<file path="src/source/blob_track_pkg.sv">
package blob_track_pkg;

	localparam int NUM_SLOTS = 6; // Centroid slots in the result
	localparam logic [7:0] MAX_HEIGHT = 8'd120;

	typedef logic [15:0] key_t;
	typedef logic [15:0] rec_idx_t;

	typedef enum logic {
		KEY_SIZE,
		KEY_HEIGHT
	} key_mode_e;

	typedef struct packed {
		logic [7:0] x;
		logic [7:0] y;
		logic [15:0] size; // Pixel count
	} centroid_t;

	typedef struct packed {
		logic [23:0] rsvd;
		logic [7:0] code; // Zero means no recognized color
	} color_rec_t;

	// Centroid and key words use the centroid view, color words the other
	typedef union packed {
		centroid_t centroid;
		color_rec_t color_rec;
	} blob_word_u;

	typedef struct packed {
		logic clear;
		logic take_color;
		logic take_key;
		logic fetch;
	} track_ctrl_t;

	typedef struct packed {
		centroid_t [NUM_SLOTS-1:0] blob;
	} track_result_t;

endpackage

</file>
<file path="src/source/track_mem_pkg.sv">
package track_mem_pkg;

	typedef logic [17:0] addr_t;

	localparam addr_t RECORD_BASE = 18'd200000; // Record 0
	localparam addr_t RECORD_STRIDE = 18'd3;

	localparam addr_t CENTROID_OFS = 18'd0;
	localparam addr_t COLOR_OFS = 18'd1;
	localparam addr_t KEY_OFS = 18'd2;

	// Word address of one field of a record
	function automatic addr_t record_addr(input addr_t idx, input addr_t ofs);
		return RECORD_BASE + idx * RECORD_STRIDE + ofs;
	endfunction

endpackage

</file>
<file path="src/source/track_fsm.sv">
`timescale 1ns/1ps

module track_fsm
	import blob_track_pkg::*;
(
	input logic clk,
	input logic rst_n,
	input logic pause,
	input logic enable,
	input blob_word_u mem_data,
	input logic scan_end,
	input logic slot_end,
	output track_ctrl_t ctrl,
	output logic done
);

	typedef enum logic [2:0] {
		IDLE,
		CLEAR,
		SCAN_COLOR,
		SCAN_KEY,
		FETCH,
		DONE
	} state_e;

	state_e state;
	state_e state_nxt;
	logic [1:0] en_cnt;
	logic [1:0] en_cnt_nxt;
	logic fetch_cap; // Second cycle of a fetch slot
	logic color_nz;

	assign color_nz = (mem_data.color_rec.code != 8'd0);

	// Enable must be seen on two consecutive cycles
	assign en_cnt_nxt = !enable ? 2'd0 : (en_cnt == 2'd2) ? 2'd2 : en_cnt + 2'd1;

	always_comb begin
		state_nxt = state;
		case (state)
			IDLE: if (en_cnt_nxt == 2'd2) state_nxt = CLEAR;
			CLEAR: state_nxt = SCAN_COLOR;
			SCAN_COLOR: begin
				if (scan_end)
					state_nxt = FETCH;
				else if (color_nz)
					state_nxt = SCAN_KEY; // Key word follows
			end
			SCAN_KEY: state_nxt = SCAN_COLOR;
			FETCH: if (fetch_cap && slot_end) state_nxt = DONE;
			DONE: state_nxt = DONE;
			default: state_nxt = IDLE;
		endcase
		if (!enable)
			state_nxt = IDLE;
	end

	always_ff @(posedge clk or negedge rst_n) begin
		if (!rst_n) begin
			state <= IDLE;
			en_cnt <= 2'd0;
			fetch_cap <= 1'b0;
		end else if (!pause) begin
			state <= state_nxt;
			en_cnt <= en_cnt_nxt;
			fetch_cap <= (state == FETCH) && (state_nxt == FETCH) && !fetch_cap;
		end
	end

	always_comb begin
		ctrl.clear = (state == CLEAR);
		ctrl.take_color = (state == SCAN_COLOR) && !scan_end && color_nz;
		ctrl.take_key = (state == SCAN_KEY);
		ctrl.fetch = (state == FETCH) && !fetch_cap; // Issue cycle only
	end

	assign done = (state == DONE);

endmodule

</file>
<file path="src/source/record_counter.sv">
`timescale 1ns/1ps

module record_counter
	import blob_track_pkg::*, track_mem_pkg::*;
(
	input logic clk,
	input logic rst_n,
	input logic pause,
	input track_ctrl_t ctrl,
	input rec_idx_t blob_count,
	input addr_t fetch_addr,
	output addr_t mem_addr,
	output rec_idx_t rec_idx,
	output logic scan_end,
	output logic [2:0] slot,
	output logic slot_end
);

	logic scan_act; // Set from clear until the record count is reached
	rec_idx_t next_idx;

	assign next_idx = rec_idx + 16'd1;
	assign scan_end = (rec_idx == blob_count);
	assign slot_end = (slot == 3'(NUM_SLOTS));

	always_ff @(posedge clk or negedge rst_n) begin
		if (!rst_n) begin
			rec_idx <= '0;
			slot <= '0;
			scan_act <= 1'b0;
		end else if (!pause) begin
			if (ctrl.clear) begin
				rec_idx <= '0;
				slot <= '0;
				scan_act <= 1'b1;
			end else begin
				if (scan_act) begin
					if (scan_end)
						scan_act <= 1'b0;
					else if (!ctrl.take_color)
						rec_idx <= next_idx; // Hold while the key word is read
				end
				if (ctrl.fetch)
					slot <= slot + 3'd1;
			end
		end
	end

	// Address for the word returned on the next cycle
	always_comb begin
		if (ctrl.fetch)
			mem_addr = fetch_addr;
		else if (ctrl.clear)
			mem_addr = record_addr('0, COLOR_OFS);
		else if (scan_act && ctrl.take_color)
			mem_addr = record_addr(addr_t'(rec_idx), KEY_OFS);
		else if (scan_act)
			mem_addr = record_addr(addr_t'(next_idx), COLOR_OFS);
		else
			mem_addr = '0;
	end

endmodule

</file>
<file path="src/source/rank_table.sv">
`timescale 1ns/1ps

module rank_table
	import blob_track_pkg::*;
#(
	parameter int NUM_COLORS = 6,
	parameter int NUM_RANKS = 3
) (
	input logic clk,
	input logic rst_n,
	input logic pause,
	input track_ctrl_t ctrl,
	input blob_word_u mem_data,
	input rec_idx_t rec_idx,
	input key_mode_e key_mode,
	input logic [7:0] min_size,
	input logic [$clog2(NUM_COLORS*NUM_RANKS)-1:0] rd_entry,
	output key_t rd_key,
	output rec_idx_t rd_rec
);

	localparam int NUM_ENTRIES = NUM_COLORS * NUM_RANKS;
	localparam int CW = $clog2(NUM_COLORS);

	// Entry index is rank * NUM_COLORS + color
	key_t tbl_key [NUM_ENTRIES];
	rec_idx_t tbl_rec [NUM_ENTRIES];

	logic [CW-1:0] cur_col;
	logic col_ok; // Color code within range
	key_t new_key;
	key_t ins_key [NUM_RANKS];
	rec_idx_t ins_rec [NUM_RANKS];

	always_ff @(posedge clk or negedge rst_n) begin
		if (!rst_n) begin
			cur_col <= '0;
			col_ok <= 1'b0;
		end else if (!pause && ctrl.take_color) begin
			col_ok <= (mem_data.color_rec.code <= 8'(NUM_COLORS));
			if (mem_data.color_rec.code <= 8'(NUM_COLORS))
				cur_col <= CW'(mem_data.color_rec.code - 8'd1); // Stored offset by one
		end
	end

	always_comb begin
		if (key_mode == KEY_HEIGHT)
			new_key = (mem_data.centroid.y > MAX_HEIGHT) ? '0 : key_t'(mem_data.centroid.y);
		else
			new_key = mem_data.centroid.size;
	end

	// New row for the current color, entries below the insertion point move down
	always_comb begin
		key_t carry_key;
		rec_idx_t carry_rec;
		logic shifting;
		int e;
		carry_key = '0;
		carry_rec = '0;
		shifting = 1'b0;
		for (int r = 0; r < NUM_RANKS; r++) begin
			e = r * NUM_COLORS + int'(cur_col);
			ins_key[r] = tbl_key[e];
			ins_rec[r] = tbl_rec[e];
			if (shifting) begin
				ins_key[r] = carry_key;
				ins_rec[r] = carry_rec;
			end else if (new_key > key_t'(min_size) && new_key > tbl_key[e]) begin
				ins_key[r] = new_key;
				ins_rec[r] = rec_idx;
				shifting = 1'b1;
			end
			carry_key = tbl_key[e];
			carry_rec = tbl_rec[e];
		end
	end

	always_ff @(posedge clk) begin
		if (!pause) begin
			if (ctrl.clear) begin
				for (int i = 0; i < NUM_ENTRIES; i++) begin
					tbl_key[i] <= '0;
					tbl_rec[i] <= '0;
				end
			end else if (ctrl.take_key && col_ok) begin
				for (int r = 0; r < NUM_RANKS; r++) begin
					tbl_key[r * NUM_COLORS + int'(cur_col)] <= ins_key[r];
					tbl_rec[r * NUM_COLORS + int'(cur_col)] <= ins_rec[r];
				end
			end
		end
	end

	assign rd_key = tbl_key[rd_entry];
	assign rd_rec = tbl_rec[rd_entry];

endmodule

</file>
<file path="src/source/centroid_collector.sv">
`timescale 1ns/1ps

module centroid_collector
	import blob_track_pkg::*, track_mem_pkg::*;
#(
	parameter int NUM_COLORS = 6,
	parameter int NUM_RANKS = 3
) (
	input logic clk,
	input logic rst_n,
	input logic pause,
	input track_ctrl_t ctrl,
	input logic two_color,
	input logic [2:0] slot,
	input blob_word_u mem_data,
	input key_t rd_key,
	input rec_idx_t rd_rec,
	output logic [$clog2(NUM_COLORS*NUM_RANKS)-1:0] rd_entry,
	output addr_t fetch_addr,
	output track_result_t result
);

	localparam int EW = $clog2(NUM_COLORS * NUM_RANKS);

	int unsigned ent_rank;
	int unsigned ent_color;
	logic cap_en; // Capture on this cycle
	logic [2:0] cap_slot;

	// Slot to table entry
	always_comb begin
		if (two_color) begin
			if (int'(slot) < NUM_RANKS) begin
				ent_rank = int'(slot);
				ent_color = 0;
			end else begin
				ent_rank = int'(slot) - NUM_RANKS;
				ent_color = 1; // Second color fills the upper slots
			end
		end else begin
			ent_rank = 0; // Best blob of each color
			ent_color = int'(slot);
		end
		rd_entry = EW'(ent_rank * NUM_COLORS + ent_color);
	end

	assign fetch_addr = record_addr(addr_t'(rd_rec), CENTROID_OFS);

	always_ff @(posedge clk or negedge rst_n) begin
		if (!rst_n) begin
			cap_en <= 1'b0;
			cap_slot <= '0;
			result <= '0;
		end else if (!pause) begin
			cap_en <= ctrl.fetch && (rd_key != '0); // Empty entries leave the slot zero
			if (ctrl.fetch)
				cap_slot <= slot;
			if (ctrl.clear)
				result <= '0;
			else if (cap_en)
				result.blob[cap_slot] <= mem_data.centroid;
		end
	end

endmodule

</file>
<file path="src/source/blob_tracker.sv">
`timescale 1ns/1ps

module blob_tracker
	import blob_track_pkg::*, track_mem_pkg::*;
#(
	parameter int NUM_COLORS = 6,
	parameter int NUM_RANKS = 3
) (
	input logic clk,
	input logic rst_n,
	input logic pause,
	input logic enable,
	input rec_idx_t blob_count,
	input key_mode_e key_mode,
	input logic [7:0] min_size,
	input logic two_color,
	input blob_word_u mem_data,
	output addr_t mem_addr,
	output track_result_t result,
	output logic done
);

	localparam int ENTRY_W = $clog2(NUM_COLORS * NUM_RANKS);

	track_ctrl_t ctrl;
	logic scan_end;
	logic slot_end;
	logic [2:0] slot;
	rec_idx_t rec_idx;
	addr_t fetch_addr;
	logic [ENTRY_W-1:0] rd_entry;
	key_t rd_key;
	rec_idx_t rd_rec;

	track_fsm u_fsm (
		.clk(clk), .rst_n(rst_n), .pause(pause), .enable(enable),
		.mem_data(mem_data), .scan_end(scan_end), .slot_end(slot_end),
		.ctrl(ctrl), .done(done)
	);

	record_counter u_counter (
		.clk(clk), .rst_n(rst_n), .pause(pause), .ctrl(ctrl),
		.blob_count(blob_count), .fetch_addr(fetch_addr), .mem_addr(mem_addr),
		.rec_idx(rec_idx), .scan_end(scan_end), .slot(slot), .slot_end(slot_end)
	);

	rank_table #(.NUM_COLORS(NUM_COLORS), .NUM_RANKS(NUM_RANKS)) u_table (
		.clk(clk), .rst_n(rst_n), .pause(pause), .ctrl(ctrl), .mem_data(mem_data),
		.rec_idx(rec_idx), .key_mode(key_mode), .min_size(min_size),
		.rd_entry(rd_entry), .rd_key(rd_key), .rd_rec(rd_rec)
	);

	centroid_collector #(.NUM_COLORS(NUM_COLORS), .NUM_RANKS(NUM_RANKS)) u_collect (
		.clk(clk), .rst_n(rst_n), .pause(pause), .ctrl(ctrl), .two_color(two_color),
		.slot(slot), .mem_data(mem_data), .rd_key(rd_key), .rd_rec(rd_rec),
		.rd_entry(rd_entry), .fetch_addr(fetch_addr), .result(result)
	);

endmodule

</file>
<file path="config.mk">
export PLATFORM = sky130hd
export DESIGN_NAME = blob_tracker
export DESIGN_NICKNAME = d
export VERILOG_FILES = /design/src/source/blob_track_pkg.sv /design/src/source/track_mem_pkg.sv /design/src/source/track_fsm.sv /design/src/source/record_counter.sv /design/src/source/rank_table.sv /design/src/source/centroid_collector.sv /design/src/source/blob_tracker.sv
export SDC_FILE = /design/constraint.sdc
export NUM_CORES = 2
export LEC_CHECK = 0
export BUFFER_PORTS_ARGS = -buffer_cell sky130_fd_sc_hd__buf_2
export CORE_ASPECT_RATIO = 1.1
export CORE_MARGIN = 4
export CORE_UTILIZATION = 35
export DETAILED_ROUTE_END_ITERATION = 12
export PLACE_DENSITY = 0.54
export SLEW_MARGIN = 20
export SYNTH_ARGS = -nofsm -noshare
export SYNTH_HDL_FRONTEND = slang
export SYNTH_HIERARCHICAL = 1
export SYNTH_SLANG_ARGS = --single-unit
</file>
<file path="constraint.sdc">
create_clock -name clk -period 9.8 [get_ports clk]
set_input_delay 1.96 -clock clk [delete_from_list [all_inputs] [get_ports clk]]
set_output_delay 1.96 -clock clk [all_outputs]
set_load 0.03 [all_outputs]
</file>
After elaboration in Yosys (flattened, before gate mapping)
Memory sizes are Yosys's and may differ from the RTL's.
Cells that the tools add are included.
{ "totals": {"memories": 2, "inputBits": 62, "output_inout_bits": 211, "ff_bits": 226, "wordCells": 176, "ram_bits": 576} }
{ "memory_table": {"columns": ["name", "depth", "width", "rd", "rd_ports_with_merged_regs", "write_ports", "line", "rtl"], "rows": [
  ["u_table.tbl_key", 18, 16, 4, 0, 18, "rank_table.sv:26", "key_t tbl_key [NUM_ENTRIES];"],
  ["u_table.tbl_rec", 18, 16, 3, 0, 18, "rank_table.sv:27", "rec_idx_t tbl_rec [NUM_ENTRIES];"]
]} }
{ "op_classes": {"n_lt_le_gt_ge": 9, "n_mul": 4, "bitwise_logic": 1, "n_reduce_logical": 36, "n_eq_ne": 13, "mux": 70, "add_sub_neg": 13} }
{ "ops": {"columns": ["op", "count"], "rows": [
  ["two-way mux 192 bit", 2],
  ["two-way mux 16 bit", 21],
  ["bitwise mux 192 bit", 1],
  ["demux 32 bit (select 3 bit)", 1],
  ["two-way mux 32 bit", 3],
  ["OR reduction 16 bit", 6],
  ["two-way mux 18 bit", 4],
  ["adder 18 bit (first input constant)", 3],
  ["multiplier 16 x 2 -> 18 bit (second input constant)", 3],
  ["> comparator 16 bit", 3],
  ["multiplier 32 x 2 -> 4 bit (second input constant)", 1],
  ["two-way mux 5 bit", 6],
  ["two-way mux 3 bit", 8],
  ["two-way mux 1 bit", 20],
  ["adder 18 x 1 -> 18 bit (second input constant)", 1],
  ["adder 18 x 2 -> 18 bit (second input constant)", 1],
  ["adder 16 x 1 -> 16 bit (second input constant)", 1],
  ["equality test 16 bit", 1],
  ["> comparator 16 x 8 -> 1 bit", 1],
  ["nonzero test 16 bit", 1],
  ["one-hot mux 3 bit (5 select lines)", 1],
  ["logical AND 1 bit", 14],
  ["equality test 3 bit (second input constant)", 4],
  ["AND reduction 2 bit", 5],
  ["other kinds (25)", 34]
]} }

Logic depth before layout (Yosys ltp)
{ "logic_depth": {"ltp_word": 11, "depth_mapped": 28, "mapped_depth_nobuf": 25} }

Hierarchy
Netlist, hierarchy kept.
{ "modules_own_cells": {"columns": ["module", "area_per_inst_um2", "cells_per_inst", "seq_area_each_um2", "n_inst"], "rows": [
  ["rank_table", 46712.3, 3349, 23162.2, 1],
  ["centroid_collector", 8184.1, 609, 4904.7, 1],
  ["record_counter", 3666.0, 479, 500.5, 1],
  ["track_fsm", 389.1, 48, 150.1, 1]
]} }

Worst setup path before layout
No wires, ideal clock.
{ "synth_path": {"path_type": "input to output", "startpoint": "input two_color", "endpoint": "output mem_addr[16]", "setup_slack_ps": 429, "path_buffers": 5, "t_arrival_ps": 7411, "path_stages": 21, "t_required_ps": 7840, "path_cell_list": "nor2_1 -> a21oi_1 -> clkbuf_1 -> buf_2 -> buf_2 -> clkbuf_1 -> buf_1 -> mux4_2 -> mux2i_1 -> o22ai_1 -> ha_1 -> ha_1 -> fa_1 -> a21o_1 -> a31o_2 -> a31oi_1 -> o21ai_0 -> xnor2_1 -> o221ai_1 -> a211o_1 -> o211ai_1"} }
{ "synth_via": {"word_cells_on_any_way": 8, "classes_between": "add/sub: 2; mul: 2; mux: 3; memory: 1"} }
{ "synth_lines": {"columns": ["element", "line", "rtl"], "rows": [
  ["start: declaration", "blob_tracker.sv:16", "input logic two_color,"],
  ["two-way mux 3 bit", "centroid_collector.sv:32", "if (two_color) begin"],
  ["adder 5 x 3 -> 5 bit", "centroid_collector.sv:44", "rd_entry = EW'(ent_rank * NUM_COLORS + ent_color);"],
  ["net rd_entry[0]", "blob_tracker.sv:31", "logic [ENTRY_W-1:0] rd_entry;"],
  ["memory (18 x 16 bit)", null, null],
  ["net rd_rec[1]", "blob_tracker.sv:33", "rec_idx_t rd_rec;"],
  ["multiplier 16 x 2 -> 18 bit", "track_mem_pkg.sv:14", "return RECORD_BASE + idx * RECORD_STRIDE + ofs;"],
  ["adder 18 bit", "track_mem_pkg.sv:14", null],
  ["net fetch_addr[16]", "blob_tracker.sv:30", "addr_t fetch_addr;"],
  ["two-way mux 18 bit", "record_counter.sv:51", "if (ctrl.fetch)"],
  ["end: declaration", "blob_tracker.sv:18", "output addr_t mem_addr,"]
]} }
The timed path passes the listed nets, and every way through them passes these cells.

Worst setup path after layout
{ "layout_path": {"startpoint": "input two_color", "endpoint": "output mem_addr[16]"} }
{ "layout_via": {"elab_chain_cells": 7, "word_cells_on_any_way": 8, "classes_between": "add/sub: 2; mul: 2; mux: 3; memory: 1"} }
{ "layout_rtl": {"columns": ["element", "line"], "rows": [
  ["two-way mux 32 bit", "centroid_collector.sv:32"],
  ["multiplier 32 x 2 -> 4 bit", "centroid_collector.sv:44"],
  ["adder 5 x 3 -> 5 bit (*)", "centroid_collector.sv:44"],
  ["net rd_entry[2]", "blob_tracker.sv:31"],
  ["memory (18 x 16 bit) (*)", null],
  ["net rd_rec[0]", "blob_tracker.sv:33"],
  ["multiplier 16 x 2 -> 18 bit (*)", "track_mem_pkg.sv:14"],
  ["adder 18 bit (*)", "track_mem_pkg.sv:14"],
  ["net fetch_addr[16]", "blob_tracker.sv:30"],
  ["two-way mux 18 bit (*)", "record_counter.sv:51"]
]} }
Mark *: on every way through the listed nets, which the timed path passes. The rest lies on a longest branch.

==> Flow_metrics.wiki <==
{| class="wikitable"
! Metric !! Value
|-
| Worst endpoint data arrival time || 7570 ps
|-
| Routed via count || 46,770
|-
| Root buffer selected by CTS || sky130_fd_sc_hd__clkbuf_16
|-
| Post-synthesis sequential area ratio || 0.4871
|-
| Number of antenna-violating nets in the routed design || 0
|-
| Kind of capture point of the worst setup path || output port
|-
| Remaining DRCs || 0
|-
| Violation count after the first detailed-routing iteration || 6,054
|-
| Wirelength per Cell || 33.95 um
|-
| Die Area || 175,100 sq um
|-
| Tightest Pin Transition || 1262 ps
|-
| Hpwl dp || 150.0 mm
|-
| Skew-Pair Late Insertion Delay || 760 ps
|-
| Setup Skew || 29.12 ps
|-
| Shortest period the worst path allows || 9530 ps
|-
| Core Area || 167,000 sq um
|-
| Count of unique library cells instantiated by Yosys || 98
|-
| Worst slew slack as a fraction of its limit || 0.1567
|-
| Most common cell after layout, fill and taps aside || sky130_fd_sc_hd__edfxtp_1
|-
| Unrepaired setup endpoints after global routing || false
|-
| Final setup TNS || 0 ps
|-
| Max-slew violation count || 0
|-
| Number of buffers between clock root and the deepest sink || 3
|-
| Slowest CP cell || sky130_fd_sc_hd__fa_4
|-
| Worst setup slack before clock tree synthesis || 219.6 ps
|-
| Status || complete, no violations
|-
| Fill cell count || 15,560
|-
| Final setup vio count || 0
|-
| Count of final hold-check violations || 0
|-
| HP Class || reg -> reg
|-
| Total of hold buffers inserted after clock tree synthesis || 0
|-
| Final #Nets || 4,956
|-
| CTS tree || yes
|-
| Crit path launch type || primary input
|-
| Achievable Freq || 104.9 MHz
|-
| Commonest cells after routing, fill and taps aside || sky130_fd_sc_hd__edfxtp_1 (768), sky130_fd_sc_hd__mux4_2 (476), sky130_fd_sc_hd__buf_2 (271), sky130_fd_sc_hd__nor2_1 (270), sky130_fd_sc_hd__dfrtp_1 (223)
|-
| Initial antenna violation count || 5
|-
| CTS Buf Count || 105
|-
| Pwr Density || 286.6 nW/um^2
|-
| Via count of the first global-routing pass || 45,120
|-
| Number of synthesized flops with an enable pin || 768
|-
| Cell type group with the largest total delay on the critical path || adder cells
|-
| Number of flip-flops and latches in the synthesized netlist || 994
|-
| Asr flop ratio synth || 0.2274
|-
| Count of H-tree levels built during CTS || 3
|-
| Worst-path clk slew || 60 ps
|-
| GRT Residual Overflow || 0
|-
| Post-route clock period utilization || 0.9725
|-
| Width of the chip || 399.3 um
|-
| Number of top-level pins || 273
|-
| Maximum cell stage delay along the critical path || 950 ps
|-
| Setup repair bufs after CTS || 0
|-
| Required time of the critical path || 7840 ps
|-
| Global-route usage over all layers || 0.2653
|-
| Sequence of cells on the critical path || buf_2, and2_1, ha_4, fa_4, buf_4, mux4_2, inv_1, o22ai_1, ha_1, ha_1, fa_1, a21o_1, a31o_2, a31oi_1, o21ai_0, xnor2_1, o21ai_0, or4_1, o211ai_1, buf_2
|-
| Total number of placement rows || 157
|-
| Quantity of I/O buffers inserted on ports || 272
|-
| Average via count per standard cell || 6.626
|-
| Peak supply drop || 0.4189 mV
|-
| Fraction of layout cells with a size suffix above 1 || 0.2571
|-
| Setup Crit Path Kind || in -> out
|-
| Clk sinks || 994
|-
| Cell count after synthesis || 4,485
|-
| Last weighted congestion value of the routability-driven placer || 0.9101
|-
| Static Leakage || 25.51 nW
|-
| Worst path bufs/invs || 4
|-
| Worst path setup slack after routing || 269.9 ps
|-
| Wire length of the first global-routing pass || 336.5 mm
|-
| Detailed-router iteration count before antenna repair || 7
|-
| Syn-to-layout area delta || 13.82%
|-
| Number of instances resized during post-cts repair || 0
|-
| Total number of yosys warnings || 6
|-
| Total of max-cap violations || 0
|-
| Die Span Y || 438.4 um
|-
| Max Fanout on Critical Path || 9
|-
| Syn avg cell area || 13.14 sq um
|-
| WL final || 239.6 mm
|-
| Starting utilization of the core area || 0.3531
|-
| Post-synth design cell area || 58,950 sq um
|-
| Largest net degree at the start of global routing || 110
|-
| Most instantiated flip-flop cell in the synthesis netlist || sky130_fd_sc_hd__edfxtp_1
|}
[power by group]
group | internal (mW) | switching [mW] | leakage, nW
clock network | 2.43 | 1.78 | 1.73
logic | 3.72 | 6.11 | 13.7
registers | 4.92 | 0.271 | 10.1
[routing by layer]
| metal | GRT usage | wire [um] | part of all wire |
|---|---|---|---|
| met1 | 0.3375 | 85840 | 0.36 |
| met2 | 0.4169 | 109100 | 0.46 |
| met3 | 0.07028 | 30530 | 0.13 |
| met4 | 0.1359 | 14150 | 0.059 |
| met5 | 0 | 0 | 0 |
[state kept, by name (all words and copies together), names as in the netlist, 2 cells and up]
signal	cells
u_table/tbl_key	384
u_table/tbl_rec	384
u_collect/result	192
u_counter/rec_idx	16
u_collect/cap_slot	3
u_counter/slot	3
u_fsm/state	3
u_table/cur_col	3
u_fsm/en_cnt	2
[synthesized netlist by cell type (all sizes together) (15+ instances only)]
cell       n  share of area
nor2b     18         0.0020
mux4     476           0.18
nand3    236          0.020
a22o     198          0.029
nor3      30         0.0028
o22a      18         0.0027
nand4     15         0.0016
edfxtp   768           0.39
a21o      41         0.0052
o22ai    192          0.020
nand2b    28         0.0030
a221o     24         0.0041
a21oi     82         0.0073
a2bb2oi   19         0.0028
nand2    235          0.015
buf      208          0.019
xor2      39         0.0058
nor4      17         0.0018
nor2     278          0.018
o21ai    122          0.011
inv      183          0.012
xnor2     42         0.0062
ha       149          0.032
mux2i    207          0.036
o221ai   220          0.033
clkbuf   230          0.015
and2      16         0.0017
dfrtp    226          0.096
[layout make-up]
class                           instances  area [sq um]  share of cell area
Timing Repair Buffer                  459          2888             0.04304
Clock buffer                          131          2815             0.04196
Tap cell                             2226          2785             0.04151
Clock inverter                         63         715.7             0.01067
Inverter                              185         694.4             0.01035
Multi-Input combinational cell       2995         28460              0.4241
Sequential cell                       994         28730              0.4282
Antenna cell                            5         12.51           0.0001865
[worst paths after layout]
kind	startpoint	endpoint	slack (ps)	cells past startpoint
worst max-delay path	two_color	mem_addr[16]	270	20
worst min-delay path	u_fsm/en_cnt[0]	u_fsm/en_cnt[0]	480	2
worst max register to register	u_table/cur_col[2]	u_table/tbl_rec[12][1]	2440	17
worst min register to register	u_fsm/en_cnt[0]	u_fsm/en_cnt[0]	480	2
max in group asynchronous	rst_n	u_table/cur_col[0]	7080	2
min in group asynchronous	rst_n	u_collect/result[153]	1250	1
[logic make-up after synthesis]
kind of cell	synth area share
DFF	0.4871
and+or+nand+nor	0.07080
buffers and inverters	0.04495
adders and majority gates	0.03349
other	0.00006361
xor gates and xnor gates	0.01203
AOI/OAI and AO/OA	0.1316
muxes	0.2199
[worst register-to-register path: stages, from the launching register on]
cell and delay, ps:
sky130_fd_sc_hd__dfrtp_4 790, sky130_fd_sc_hd__inv_2 260, sky130_fd_sc_hd__ha_1 250, sky130_fd_sc_hd__buf_4 230, sky130_fd_sc_hd__inv_2 400, sky130_fd_sc_hd__buf_4 520, sky130_fd_sc_hd__mux4_2 600, sky130_fd_sc_hd__inv_1 490
sky130_fd_sc_hd__ha_1 360, sky130_fd_sc_hd__nand4_1 130, sky130_fd_sc_hd__nor3_1 90, sky130_fd_sc_hd__and2_1 170, sky130_fd_sc_hd__a31o_2 260, sky130_fd_sc_hd__o21ai_4 230, sky130_fd_sc_hd__a21o_4 700, sky130_fd_sc_hd__a21o_1 1060
sky130_fd_sc_hd__nand3_1 160, sky130_fd_sc_hd__buf_4 330
[metrics by stage]
stage	util	total power [mW]	cell area (sq um)	hold slack [ps]	std cells
floorplan	-	11.65	59430	449.8	4612
global placement	0.3803	14.74	63500	460.8	6859
detailed placement	0.3804	14.82	63520	476.0	6859
CTS	0.4016	19.06	67050	492.8	7053
global route	0.4018	20.03	67090	500.7	7055
finish	0.4019	19.23	67100	482.5	7058
(Power assumes the default switching activity.)
